**src/hdl/bg_params.svh**
```systemverilog
`ifndef BG_PARAMS_SVH
`define BG_PARAMS_SVH

// visible pixels on one scan line
`define BG_SCREEN_WIDTH 160

// background map sits at the top of the 8 KB video memory
`define BG_MAP_BASE 13'h1800

`define BG_MAP_TILES 32
`define BG_TILE_PIXELS 8

`endif

```
**src/hdl/bg_pkg.sv**
```systemverilog
`default_nettype none

package bg_pkg;

	// byte address into the 8 KB video memory
	typedef logic [12:0] vram_addr_t;

	typedef logic [7:0] tile_byte_t; // map entry or one plane byte

	typedef logic [1:0] color_idx_t; // high plane bit, then low plane bit

	typedef logic [1:0] shade_t;

	typedef logic [7:0] pixel_x_t; // also used for line number and scroll values

	typedef enum logic [2:0] {
		IDLE,
		MAP_ADDR,
		MAP_DATA,
		LO_ADDR,
		LO_DATA,
		HI_ADDR,
		HI_DATA,
		WAIT_LOAD
	} fetch_state_t;

endpackage

`default_nettype wire

```
**src/hdl/bg_tile_fetcher.sv**
```systemverilog
`default_nettype none
`include "bg_params.svh"

module bg_tile_fetcher (
		input  logic clkpipe,
		input  logic rst,
		input  logic line_start,
		input  bg_pkg::pixel_x_t ly,
		input  bg_pkg::pixel_x_t scy,
		input  bg_pkg::pixel_x_t scx,
		input  bg_pkg::tile_byte_t md,
		input  logic line_done,
		output bg_pkg::vram_addr_t vram_addr,
		output logic vram_rd,
		output logic latch_lo,
		output logic latch_hi,
		output logic load,
		output logic shift
	);

	import bg_pkg::*;

	// one extra tile covers the pixels lost to fine scroll
	localparam int TILES_PER_LINE = `BG_SCREEN_WIDTH / `BG_TILE_PIXELS + 1;
	localparam logic [4:0] LAST_TILE = 5'(TILES_PER_LINE - 1);
	localparam logic [4:0] TILE_LIMIT = 5'(TILES_PER_LINE);
	localparam vram_addr_t MAP_BASE = vram_addr_t'(`BG_MAP_BASE);
	localparam vram_addr_t MAP_STRIDE = vram_addr_t'(`BG_MAP_TILES);
	localparam logic [3:0] TILE_SHIFTS = 4'(`BG_TILE_PIXELS);

	fetch_state_t state;
	fetch_state_t state_nxt;
	tile_byte_t tile_num;
	logic [4:0] tile_cnt; // tiles already handed to the shifter
	logic [3:0] shift_cnt; // shifts left in the tile now on screen
	pixel_x_t y_sum;
	logic [4:0] map_col;
	vram_addr_t map_addr;
	vram_addr_t plane_addr;

	assign y_sum = ly + scy; // wraps at 256 like the map
	assign map_col = scx[7:3] + tile_cnt; // coarse column wraps at 32 tiles

	assign map_addr = MAP_BASE + vram_addr_t'(y_sum[7:3]) * MAP_STRIDE
		+ vram_addr_t'(map_col);

	// 16 bytes per tile, two per row, low plane first
	assign plane_addr = {1'b0, tile_num, y_sum[2:0], state == HI_ADDR};

	assign vram_rd = (state == MAP_ADDR) || (state == LO_ADDR) || (state == HI_ADDR);
	assign vram_addr = (state == MAP_ADDR) ? map_addr : plane_addr;
	assign latch_lo = state == LO_DATA;
	assign latch_hi = state == HI_DATA;
	assign shift = shift_cnt != 4'd0;

	// the first tile loads into an empty shifter, later ones on the eighth shift
	assign load = (state == WAIT_LOAD) && (tile_cnt != TILE_LIMIT) && (shift_cnt <= 4'd1);

	always_comb begin
		state_nxt = state;
		case (state)
			IDLE: begin
				if (line_start) begin
					state_nxt = MAP_ADDR;
				end
			end
			MAP_ADDR: state_nxt = MAP_DATA;
			MAP_DATA: state_nxt = LO_ADDR;
			LO_ADDR: state_nxt = LO_DATA;
			LO_DATA: state_nxt = HI_ADDR;
			HI_ADDR: state_nxt = HI_DATA;
			HI_DATA: state_nxt = WAIT_LOAD;
			WAIT_LOAD: begin
				// after the last tile it parks here until the line ends
				if (load && tile_cnt != LAST_TILE) begin
					state_nxt = MAP_ADDR;
				end
			end
			default: state_nxt = IDLE;
		endcase
		if (line_done) begin
			state_nxt = IDLE;
		end
	end

	always_ff @(posedge clkpipe) begin
		if (rst) begin
			state <= IDLE;
			tile_cnt <= '0;
			shift_cnt <= '0;
		end else begin
			state <= state_nxt;
			if (line_start) begin
				tile_cnt <= '0;
			end else if (load) begin
				tile_cnt <= tile_cnt + 5'd1;
			end
			if (line_start || line_done) begin
				shift_cnt <= '0;
			end else if (load) begin
				shift_cnt <= TILE_SHIFTS; // load wins over the shift in the same cycle
			end else if (shift) begin
				shift_cnt <= shift_cnt - 4'd1;
			end
		end
	end

	always_ff @(posedge clkpipe) begin
		if (state == MAP_DATA) begin
			tile_num <= md; // map byte arrives one cycle after the read
		end
	end

endmodule

`default_nettype wire

```
**src/hdl/bg_pixel_shifter.sv**
```systemverilog
`default_nettype none

module bg_pixel_shifter (
		input  logic clkpipe,
		input  logic rst,
		input  bg_pkg::tile_byte_t md,
		input  logic latch_lo,
		input  logic latch_hi,
		input  logic load,
		input  logic shift,
		output logic pix_a,
		output logic pix_b
	);

	import bg_pkg::*;

	tile_byte_t lo_hold;
	tile_byte_t hi_hold;
	tile_byte_t plane_lo;
	tile_byte_t plane_hi;

	// holding stage lets the next tile be fetched while this one shifts out
	always_ff @(posedge clkpipe) begin
		if (latch_lo) begin
			lo_hold <= md;
		end
		if (latch_hi) begin
			hi_hold <= md;
		end
	end

	always_ff @(posedge clkpipe) begin
		if (rst) begin
			plane_lo <= '0;
			plane_hi <= '0;
		end else if (load) begin
			plane_lo <= lo_hold;
			plane_hi <= hi_hold;
		end else if (shift) begin
			plane_lo <= {plane_lo[6:0], 1'b0}; // leftmost pixel is bit 7
			plane_hi <= {plane_hi[6:0], 1'b0};
		end
	end

	assign pix_a = plane_lo[7];
	assign pix_b = plane_hi[7];

endmodule

`default_nettype wire

```
**src/hdl/bg_pixel_out.sv**
```systemverilog
`default_nettype none
`include "bg_params.svh"

module bg_pixel_out (
		input  logic clkpipe,
		input  logic rst,
		input  logic line_start,
		input  bg_pkg::pixel_x_t scx,
		input  bg_pkg::tile_byte_t bgp,
		input  logic pix_strobe,
		input  logic pix_a,
		input  logic pix_b,
		output logic pixel_valid,
		output bg_pkg::pixel_x_t pixel_x,
		output bg_pkg::shade_t shade,
		output logic line_done
	);

	import bg_pkg::*;

	localparam pixel_x_t LAST_X = pixel_x_t'(`BG_SCREEN_WIDTH - 1);

	logic active;
	logic [2:0] discard_cnt; // fine scroll pixels still to drop
	pixel_x_t col_cnt;
	color_idx_t idx;
	shade_t shade_sel;
	logic take;

	assign idx = {pix_b, pix_a};
	assign shade_sel = bgp[{idx, 1'b0} +: 2]; // index n picks bits 2n+1 and 2n
	assign take = active && pix_strobe && (discard_cnt == 3'd0);

	always_ff @(posedge clkpipe) begin
		if (rst) begin
			active <= 1'b0;
			discard_cnt <= '0;
			col_cnt <= '0;
			pixel_valid <= 1'b0;
			line_done <= 1'b0;
		end else begin
			pixel_valid <= take;
			line_done <= pixel_valid && (pixel_x == LAST_X);
			if (line_start) begin
				active <= 1'b1;
				discard_cnt <= scx[2:0];
				col_cnt <= '0;
			end else if (active && pix_strobe) begin
				if (discard_cnt != 3'd0) begin
					discard_cnt <= discard_cnt - 3'd1;
				end else begin
					col_cnt <= col_cnt + 8'd1;
					if (col_cnt == LAST_X) begin
						active <= 1'b0; // strobes past the last column are ignored
					end
				end
			end
		end
	end

	always_ff @(posedge clkpipe) begin
		if (take) begin
			shade <= shade_sel;
			pixel_x <= col_cnt;
		end
	end

endmodule

`default_nettype wire

```
**src/hdl/bg_pipeline_top.sv**
```systemverilog
`default_nettype none

module bg_pipeline_top (
		input  logic clkpipe,
		input  logic rst,
		input  logic line_start,
		input  bg_pkg::pixel_x_t ly,
		input  bg_pkg::pixel_x_t scy,
		input  bg_pkg::pixel_x_t scx,
		input  bg_pkg::tile_byte_t bgp,
		input  bg_pkg::tile_byte_t md,
		output bg_pkg::vram_addr_t vram_addr,
		output logic vram_rd,
		output logic pixel_valid,
		output bg_pkg::pixel_x_t pixel_x,
		output bg_pkg::shade_t shade,
		output logic line_done
	);

	logic latch_lo;
	logic latch_hi;
	logic load;
	logic shift;
	logic pix_a;
	logic pix_b;

	bg_tile_fetcher u_bg_tile_fetcher (
		.clkpipe   (clkpipe),
		.rst       (rst),
		.line_start(line_start),
		.ly        (ly),
		.scy       (scy),
		.scx       (scx),
		.md        (md),
		.line_done (line_done),
		.vram_addr (vram_addr),
		.vram_rd   (vram_rd),
		.latch_lo  (latch_lo),
		.latch_hi  (latch_hi),
		.load      (load),
		.shift     (shift)
	);

	bg_pixel_shifter u_bg_pixel_shifter (
		.clkpipe (clkpipe),
		.rst     (rst),
		.md      (md),
		.latch_lo(latch_lo),
		.latch_hi(latch_hi),
		.load    (load),
		.shift   (shift),
		.pix_a   (pix_a),
		.pix_b   (pix_b)
	);

	bg_pixel_out u_bg_pixel_out (
		.clkpipe    (clkpipe),
		.rst        (rst),
		.line_start (line_start),
		.scx        (scx),
		.bgp        (bgp),
		.pix_strobe (shift), // every shift cycle is one pixel
		.pix_a      (pix_a),
		.pix_b      (pix_b),
		.pixel_valid(pixel_valid),
		.pixel_x    (pixel_x),
		.shade      (shade),
		.line_done  (line_done)
	);

endmodule

`default_nettype wire

```
**config.mk**
```make
export PLATFORM = sky130hd
export DESIGN_NAME = bg_pipeline_top
export DESIGN_NICKNAME = d
export VERILOG_FILES = /design/src/hdl/bg_pkg.sv /design/src/hdl/bg_tile_fetcher.sv /design/src/hdl/bg_pixel_shifter.sv /design/src/hdl/bg_pixel_out.sv /design/src/hdl/bg_pipeline_top.sv
export VERILOG_INCLUDE_DIRS = /design/src /design/src/hdl
export SDC_FILE = /design/constraint.sdc
export NUM_CORES = 1
export LEC_CHECK = 0
export BUFFER_PORTS_ARGS = -buffer_cell sky130_fd_sc_hd__buf_2
export CAP_MARGIN = 20
export CORE_MARGIN = 2
export CORE_UTILIZATION = 46
export CTS_BUF_LIST = sky130_fd_sc_hd__clkbuf_4 sky130_fd_sc_hd__clkbuf_8
export CTS_CLUSTER_SIZE = 8
export DETAILED_ROUTE_END_ITERATION = 12
export PLACE_DENSITY = 0.74
export REMOVE_ABC_BUFFERS = 1
export SETUP_SLACK_MARGIN = 0.02
export SYNTH_ARGS = -nofsm -noshare
export SYNTH_HDL_FRONTEND = slang
export SYNTH_SLANG_ARGS = --single-unit
export TNS_END_PERCENT = 1
```
**constraint.sdc**
```tcl
create_clock -name clkpipe -period 2.85 [get_ports clkpipe]
set_clock_uncertainty 0.2 [all_clocks]
set_input_delay 0.285 -clock clkpipe [delete_from_list [all_inputs] [get_ports clkpipe]]
set_output_delay 0.285 -clock clkpipe [all_outputs]
set_load 0.1 [all_outputs]
```
# Word level (Yosys, flattened, before mapping)
# Index checks and enable logic that the tools add are counted.
[totals] reg_bits=76 inputBits=43 output_inout_bits=26 elab_cells=83
[classes] add_sub_neg=8 order_cmp=1 n_eq_ne=14 n_shift=1 n_mux=17 bitwise=1 reduce_logical=25
[ops] cell="$mux W8" count=4
[ops] cell="$pmux W3 S8" count=1
[ops] cell="$eq A8 B8 Y1 const B" count=2
[ops] cell="$mux W3" count=5
[ops] cell="$add A12 B11 Y13 const A" count=1
[ops] cell="$add A13 B5 Y13" count=1
[ops] cell="$mux W13" count=1
[ops] cell="$eq A3 B3 Y1 const B" count=4
[ops] cell="$ne A5 B5 Y1 const B" count=2
[ops] cell="$add A8 B1 Y8 const B" count=1
[ops] cell="$add A8 B8 Y8" count=1
[ops] cell="$mux W4" count=2
[ops] cell="$reduce_bool A2 Y1" count=4
[ops] cell="$shiftx A8 B4 Y2" count=1
[ops] cell="$eq A3 B2 Y1 const B" count=2
[ops] cell="$logic_and A1 B1 Y1" count=6
[ops] cell="$logic_not A3 Y1" count=2
[ops] cell="$ne A2 B2 Y1 const B" count=3
[ops] cell="$reduce_and A2 Y1" count=3
[ops] cell="$reduce_or A2 Y1" count=3
[ops] cell="$add A5 B1 Y5 const B" count=1
[ops] cell="$add A5 B5 Y5" count=1
[ops] cell="$le A4 B1 Y1 const B" count=1
[ops] cell="$mux W1" count=4
[ops] cell="other kinds (9)" count=11

# Longest topological paths before layout
[depth] word_depth=6 depth_mapped=8 depth_no_buf=7

# Modules after synthesis
# From an unflattened synthesis, not the netlist that was laid out.
[unflattened] hier_cells=350 area_unflattened_um2=3817.4
[by_module_without_submodules] mod="bg_tile_fetcher" n_inst=1 cells_per_inst=170 area_per_inst_um2=1527.7 seq_area_each_um2=480.5
[by_module_without_submodules] mod="bg_pixel_shifter" n_inst=1 cells_per_inst=87 area_per_inst_um2=1223.7 seq_area_each_um2=800.8
[by_module_without_submodules] mod="bg_pixel_out" n_inst=1 cells_per_inst=93 area_per_inst_um2=1066.0 seq_area_each_um2=580.6

# Worst setup path before layout
# No wires, ideal clock.
[synth_path] kind="input-to-output" from="input port ly[1]" to="output port vram_addr[7]" t_arrival_ns=3.219 required_ns=2.365 slack_ns=-0.854 cell_stages=5 path_buffers=0 path_cell_list="ha_1 > a211oi_1 > o21ai_0 > xnor2_1 > o21ai_0"
[synth_between] elab_chain_len=4
[synth_rtl] element="start, declared" line="bg_pipeline_top.sv:7" rtl="input bg_pkg::pixel_x_t ly,"
[synth_rtl] element="$add A8 B8 Y8" line="bg_tile_fetcher.sv:41" rtl="assign y_sum = ly + scy;"
[synth_rtl] element="$add A12 B11 Y13" line="bg_tile_fetcher.sv:44" rtl="assign map_addr = MAP_BASE + vram_addr_t'(y_sum[7:3]) * MAP_STRIDE"
[synth_rtl] element="$add A13 B5 Y13" line="bg_tile_fetcher.sv:45" rtl="+ vram_addr_t'(map_col);"
[synth_rtl] element="$mux W13" line="bg_tile_fetcher.sv:51" rtl="assign vram_addr = (state == MAP_ADDR) ? map_addr : plane_addr;"
[synth_rtl] element="end, declared" line="bg_pipeline_top.sv:12" rtl="output bg_pkg::vram_addr_t vram_addr,"
# No other way between the ends.

# Worst setup path in the final report
[layout_path] from="register u_bg_tile_fetcher.tile_cnt[0]" to="output port vram_addr[4]"
[layout_between] elab_chain_len=3
[layout_rtl] element="start, declared" line="bg_tile_fetcher.sv:34" rtl="logic [4:0] tile_cnt;"
[layout_rtl] element="start signal, assigned" line="bg_tile_fetcher.sv:96" rtl="tile_cnt <= tile_cnt + 5'd1;"
[layout_rtl] element="$add A5 B5 Y5" line="bg_tile_fetcher.sv:42" rtl="assign map_col = scx[7:3] + tile_cnt;"
[layout_rtl] element="$add A13 B5 Y13" line="bg_tile_fetcher.sv:45"
[layout_rtl] element="$mux W13" line="bg_tile_fetcher.sv:51"
# No other way between the ends.

==> results.py <==
metrics = {
    "outcome": {
        "run_status": "complete, no violations",
    },
    "routing": {
        "vias": 3050,
        "wl_mm": 8.040,
        "remaining_drc_errors": 0,
        "drt_pre_antenna_iters": 4,
        "ant_nets": 0,
        "wl_per_cell_um": 14.20,
        "route.detailed.vias_per_inst": 5.389,
        "detail_route.iter0.violations": 116,
    },
    "critical_path": {
        "critical_path.endpoint_type": "primary output",
        "setup.worst_path.start_class": "register",
        "regToRegEndpoint": "u_bg_pixel_out.col_cnt[7]",
        "timing.rr.start": "u_bg_tile_fetcher.shift_cnt[0]",
        "flop2flop_setup_slack_ns": 0.41,
        "critical_path.endpoint": "vram_addr[4]",
        "worst-endpoint-required_ns": 2.37,
        "cp-startpoint": "u_bg_tile_fetcher.tile_cnt[0]",
        "worst-r2r-cell-count": 7,
        "critPathMaxFanout": 6,
        "timing.critical_path.arrival_ns": 2.15,
        "path_class": "register to primary output",
    },
    "cts": {
        "cts-htree-levels": 3,
        "worst_setup_hold_path_clk_slew_ns": 0.08,
        "cts_tree": "built",
        "insertion_delay_ns": 0.36,
        "clockRootBuffer": "sky130_fd_sc_hd__clkbuf_8",
        "numCtsBuffers": 9,
        "tritoncts_num_sinks": 76,
        "clock_tree.buffer_depth": 2,
        "post_cts.repair.setup_buffers": 0,
    },
    "sta": {
        "setup_violations": 0,
        "maxSlewHeadroom_pct": 66.71,
        "slew_viol_final": 0,
        "period_minus_slack_ns": 2.638,
        "timing_hold_violations_final": 0,
        "layout_setup_ws_ns": 0.2124,
        "timing_worst_slew_pin_value_ns": 0.5028,
        "period_share_pct": 92.55,
        "achievable-frequency_ghz": 0.3791,
        "rsz0062_at_grt": "false",
        "totalNegativeSetupSlack_ns": 0,
    },
    "power": {
        "power.share.clock_pct": 18.8,
        "p_per_area_nw_per_um2": 872.9,
        "share_comb_of_total_power_pct": 48.7,
        "p_int_uw": 2054,
        "power.switching_uw": 1943,
        "power_leakage_uw": 0.001777,
        "seqPwrFrac_pct": 32.5,
        "power.share.switching_pct": 48.61,
        "vdd_drop_max_uv": 701.2,
    },
    "synthesis": {
        "synth_area_per_cell_um2": 10.01,
        "netlist_top_cells_area": "sky130_fd_sc_hd__edfxtp_1, sky130_fd_sc_hd__dfxtp_1, sky130_fd_sc_hd__ha_1",
        "ys_seq_elements": 76,
        "synthTopCellsByCount": "sky130_fd_sc_hd__nand2_1, sky130_fd_sc_hd__dfxtp_1, sky130_fd_sc_hd__edfxtp_1",
        "post-synth-top-area-cell": "sky130_fd_sc_hd__edfxtp_1",
        "synth_seq_area_share_pct": 49.75,
        "ys_types": 47,
        "post_synth_instance_area_um2": 3742,
        "post-synth-top-count-cell": "sky130_fd_sc_hd__nand2_1",
        "ys_dominant_reg_cell": "sky130_fd_sc_hd__dfxtp_1",
        "synth_enable_flop_cells": 34,
        "synthesized_netlist_cell_count": 374,
        "yosysWarningCount": 0,
        "ys_async_sr_fraction_pct": 0,
        "netlist.area_leader.share_pct": 27.28,
    },
    "floorplanning": {
        "fp.dieW_um": 94.20,
        "fp-row-count": 32,
        "floorplan.die.height_um": 94.20,
        "pin_count": 69,
        "floorplan.die_area_um2": 8873,
        "initial_core_util_pct": 47.93,
        "core_area_um2": 7807,
    },
    "global_route": {
        "track_usage_pct": 19.06,
        "globalRoute.totalOverflow": 0,
        "wire_length_of_the_first_global_routing_pass_mm": 13.30,
        "grt_start_max_net_pins": 31,
        "grt_antenna_before_repair": 0,
        "number_of_global_route_vias_before_repair": 3020,
    },
    "finish": {
        "layout.filler_cells": 684,
        "share_of_final_layout_standard_cells_stronger_than_drive_strength_1_pct": 22.03,
        "multi_input_area_um2": 1750,
        "area_growth_pct": 22.33,
        "register_area_um2": 1866,
        "nets": 527,
    },
    "job": {
        "cap_viol_max_count": 0,
    },
    "worst_hold_path": {
        "worst_hold_path_type": "input port to register",
    },
    "place": {
        "place_worst_setup_slack_ns": 0.3838,
        "dp.final_hpwl_mm": 5.696,
        "port_buffers": 68,
        "finalWeightedCongestion": 0.8082,
    },
}
-- sequential cells by signal (all words and copies together), names as in the netlist, 2 cells and up --
signal / cells
u_bg_pixel_out.col_cnt: 8
u_bg_pixel_out.pixel_x: 8
u_bg_pixel_shifter.hi_hold: 8
u_bg_pixel_shifter.lo_hold: 8
u_bg_pixel_shifter.plane_hi: 8
u_bg_pixel_shifter.plane_lo: 8
u_bg_tile_fetcher.tile_num: 8
u_bg_tile_fetcher.tile_cnt: 5
u_bg_tile_fetcher.shift_cnt: 4
u_bg_pixel_out.discard_cnt: 3
u_bg_tile_fetcher.state: 3
u_bg_pixel_out.shade: 2
-- cell type report --
type	count	share of cell area (%)
diodes	1	0.05466
clock buffers	9	2.706
clock inverters	7	1.285
inverters	21	1.722
multi-input cells	263	38.23
flip-flops and latches	76	40.75
well taps	102	2.788
repair buffers	87	12.46
-- repair_timing --
item                       in CTS  in global routing
hold buffers                   12                  0
setup endpoints to repair       1                  1
gates resized for setup         1                  2
hold endpoints to repair       27                  0
cloned                          0                  0
-- layout by cell type (no fill, tap or decap), drive strengths merged, types with 9 or more instances in the layout --
master,n
nand3,15
edfxtp,34
clkbuf,9
inv,24
a21oi,21
nand2,49
dlygate4sd3,12
nor2,32
a311oi,14
buf,75
dfxtp,42
o21ai,14
ha,24
-- power groups by stage --
stage	sequential, µW	clock, µW	combinational, µW
floorplan	1430	0	1300
global placement	1320	0	1900
detailed placement	1320	0	1910
CTS	1300	772	1940
global route	1310	817	2040
finish	1300	752	1950
-- logic make-up after synthesis --
kind of cell | share of synthesized area (%)
AND/OR/NAND/NOR | 19.09
flip-flops | 49.75
AO/OA/AOI/OAI | 13.21
buffers and inverters | 3.544
adder cells (fa/ha/maj) | 9.094
XOR/XNOR | 3.042
multiplexers | 2.273
-- per-layer routing --
layer | vias to the layer above | part of all wire, % | GRT usage [%]
li1 | 1520 | - | -
met4 | 0 | 0.93 | 5.072
met3 | 10 | 3.6 | 4.896
met5 | - | 0 | 0
met1 | 1466 | 44 | 23.55
met2 | 54 | 52 | 33.04
-- worst max-delay path, stage by stage, from the launching register on --
cell and delay, ns:
sky130_fd_sc_hd__dfxtp_4 0.38, sky130_fd_sc_hd__ha_1 0.17, sky130_fd_sc_hd__inv_1 0.06, sky130_fd_sc_hd__fa_2 0.35, sky130_fd_sc_hd__nor2b_1 0.12, sky130_fd_sc_hd__o21ai_0 0.11
sky130_fd_sc_hd__a211o_1 0.30, sky130_fd_sc_hd__nand3_1 0.13, sky130_fd_sc_hd__buf_12 0.19
-- how the worst min path moves through the flow --
stage	start	to	slack [ns]	depth (start not counted)
after global routing	bgp[5]	u_bg_pixel_out.shade[1]	0.12	2
after global placement	u_bg_pixel_out.pixel_x[5]	u_bg_pixel_out.line_done	0.24	1
after floorplan	rst	u_bg_pixel_out.active	0.15	1
final	bgp[5]	u_bg_pixel_out.shade[1]	0.12	2
after CTS	bgp[5]	u_bg_pixel_out.shade[1]	0.10	2
after detailed placement	u_bg_pixel_out.pixel_x[5]	u_bg_pixel_out.line_done	0.26	1
-- metrics by stage --
stage / power, µW / util (%) / cells / cell area [µm²] / hold WS (ns)
finish: 3996 / 58.64 / 566 / 4578 / 0.1151
CTS: 4010 / 58.54 / 565 / 4571 / 0.1029
global route: 4172 / 58.61 / 565 / 4576 / 0.1176
global placement: 3216 / 54.65 / 537 / 4267 / 0.2350
floorplan: 2732 / - / 360 / 3689 / 0.1541
detailed placement: 3235 / 54.65 / 537 / 4267 / 0.2633
Note: power is estimated with default switching activity, not from simulation.
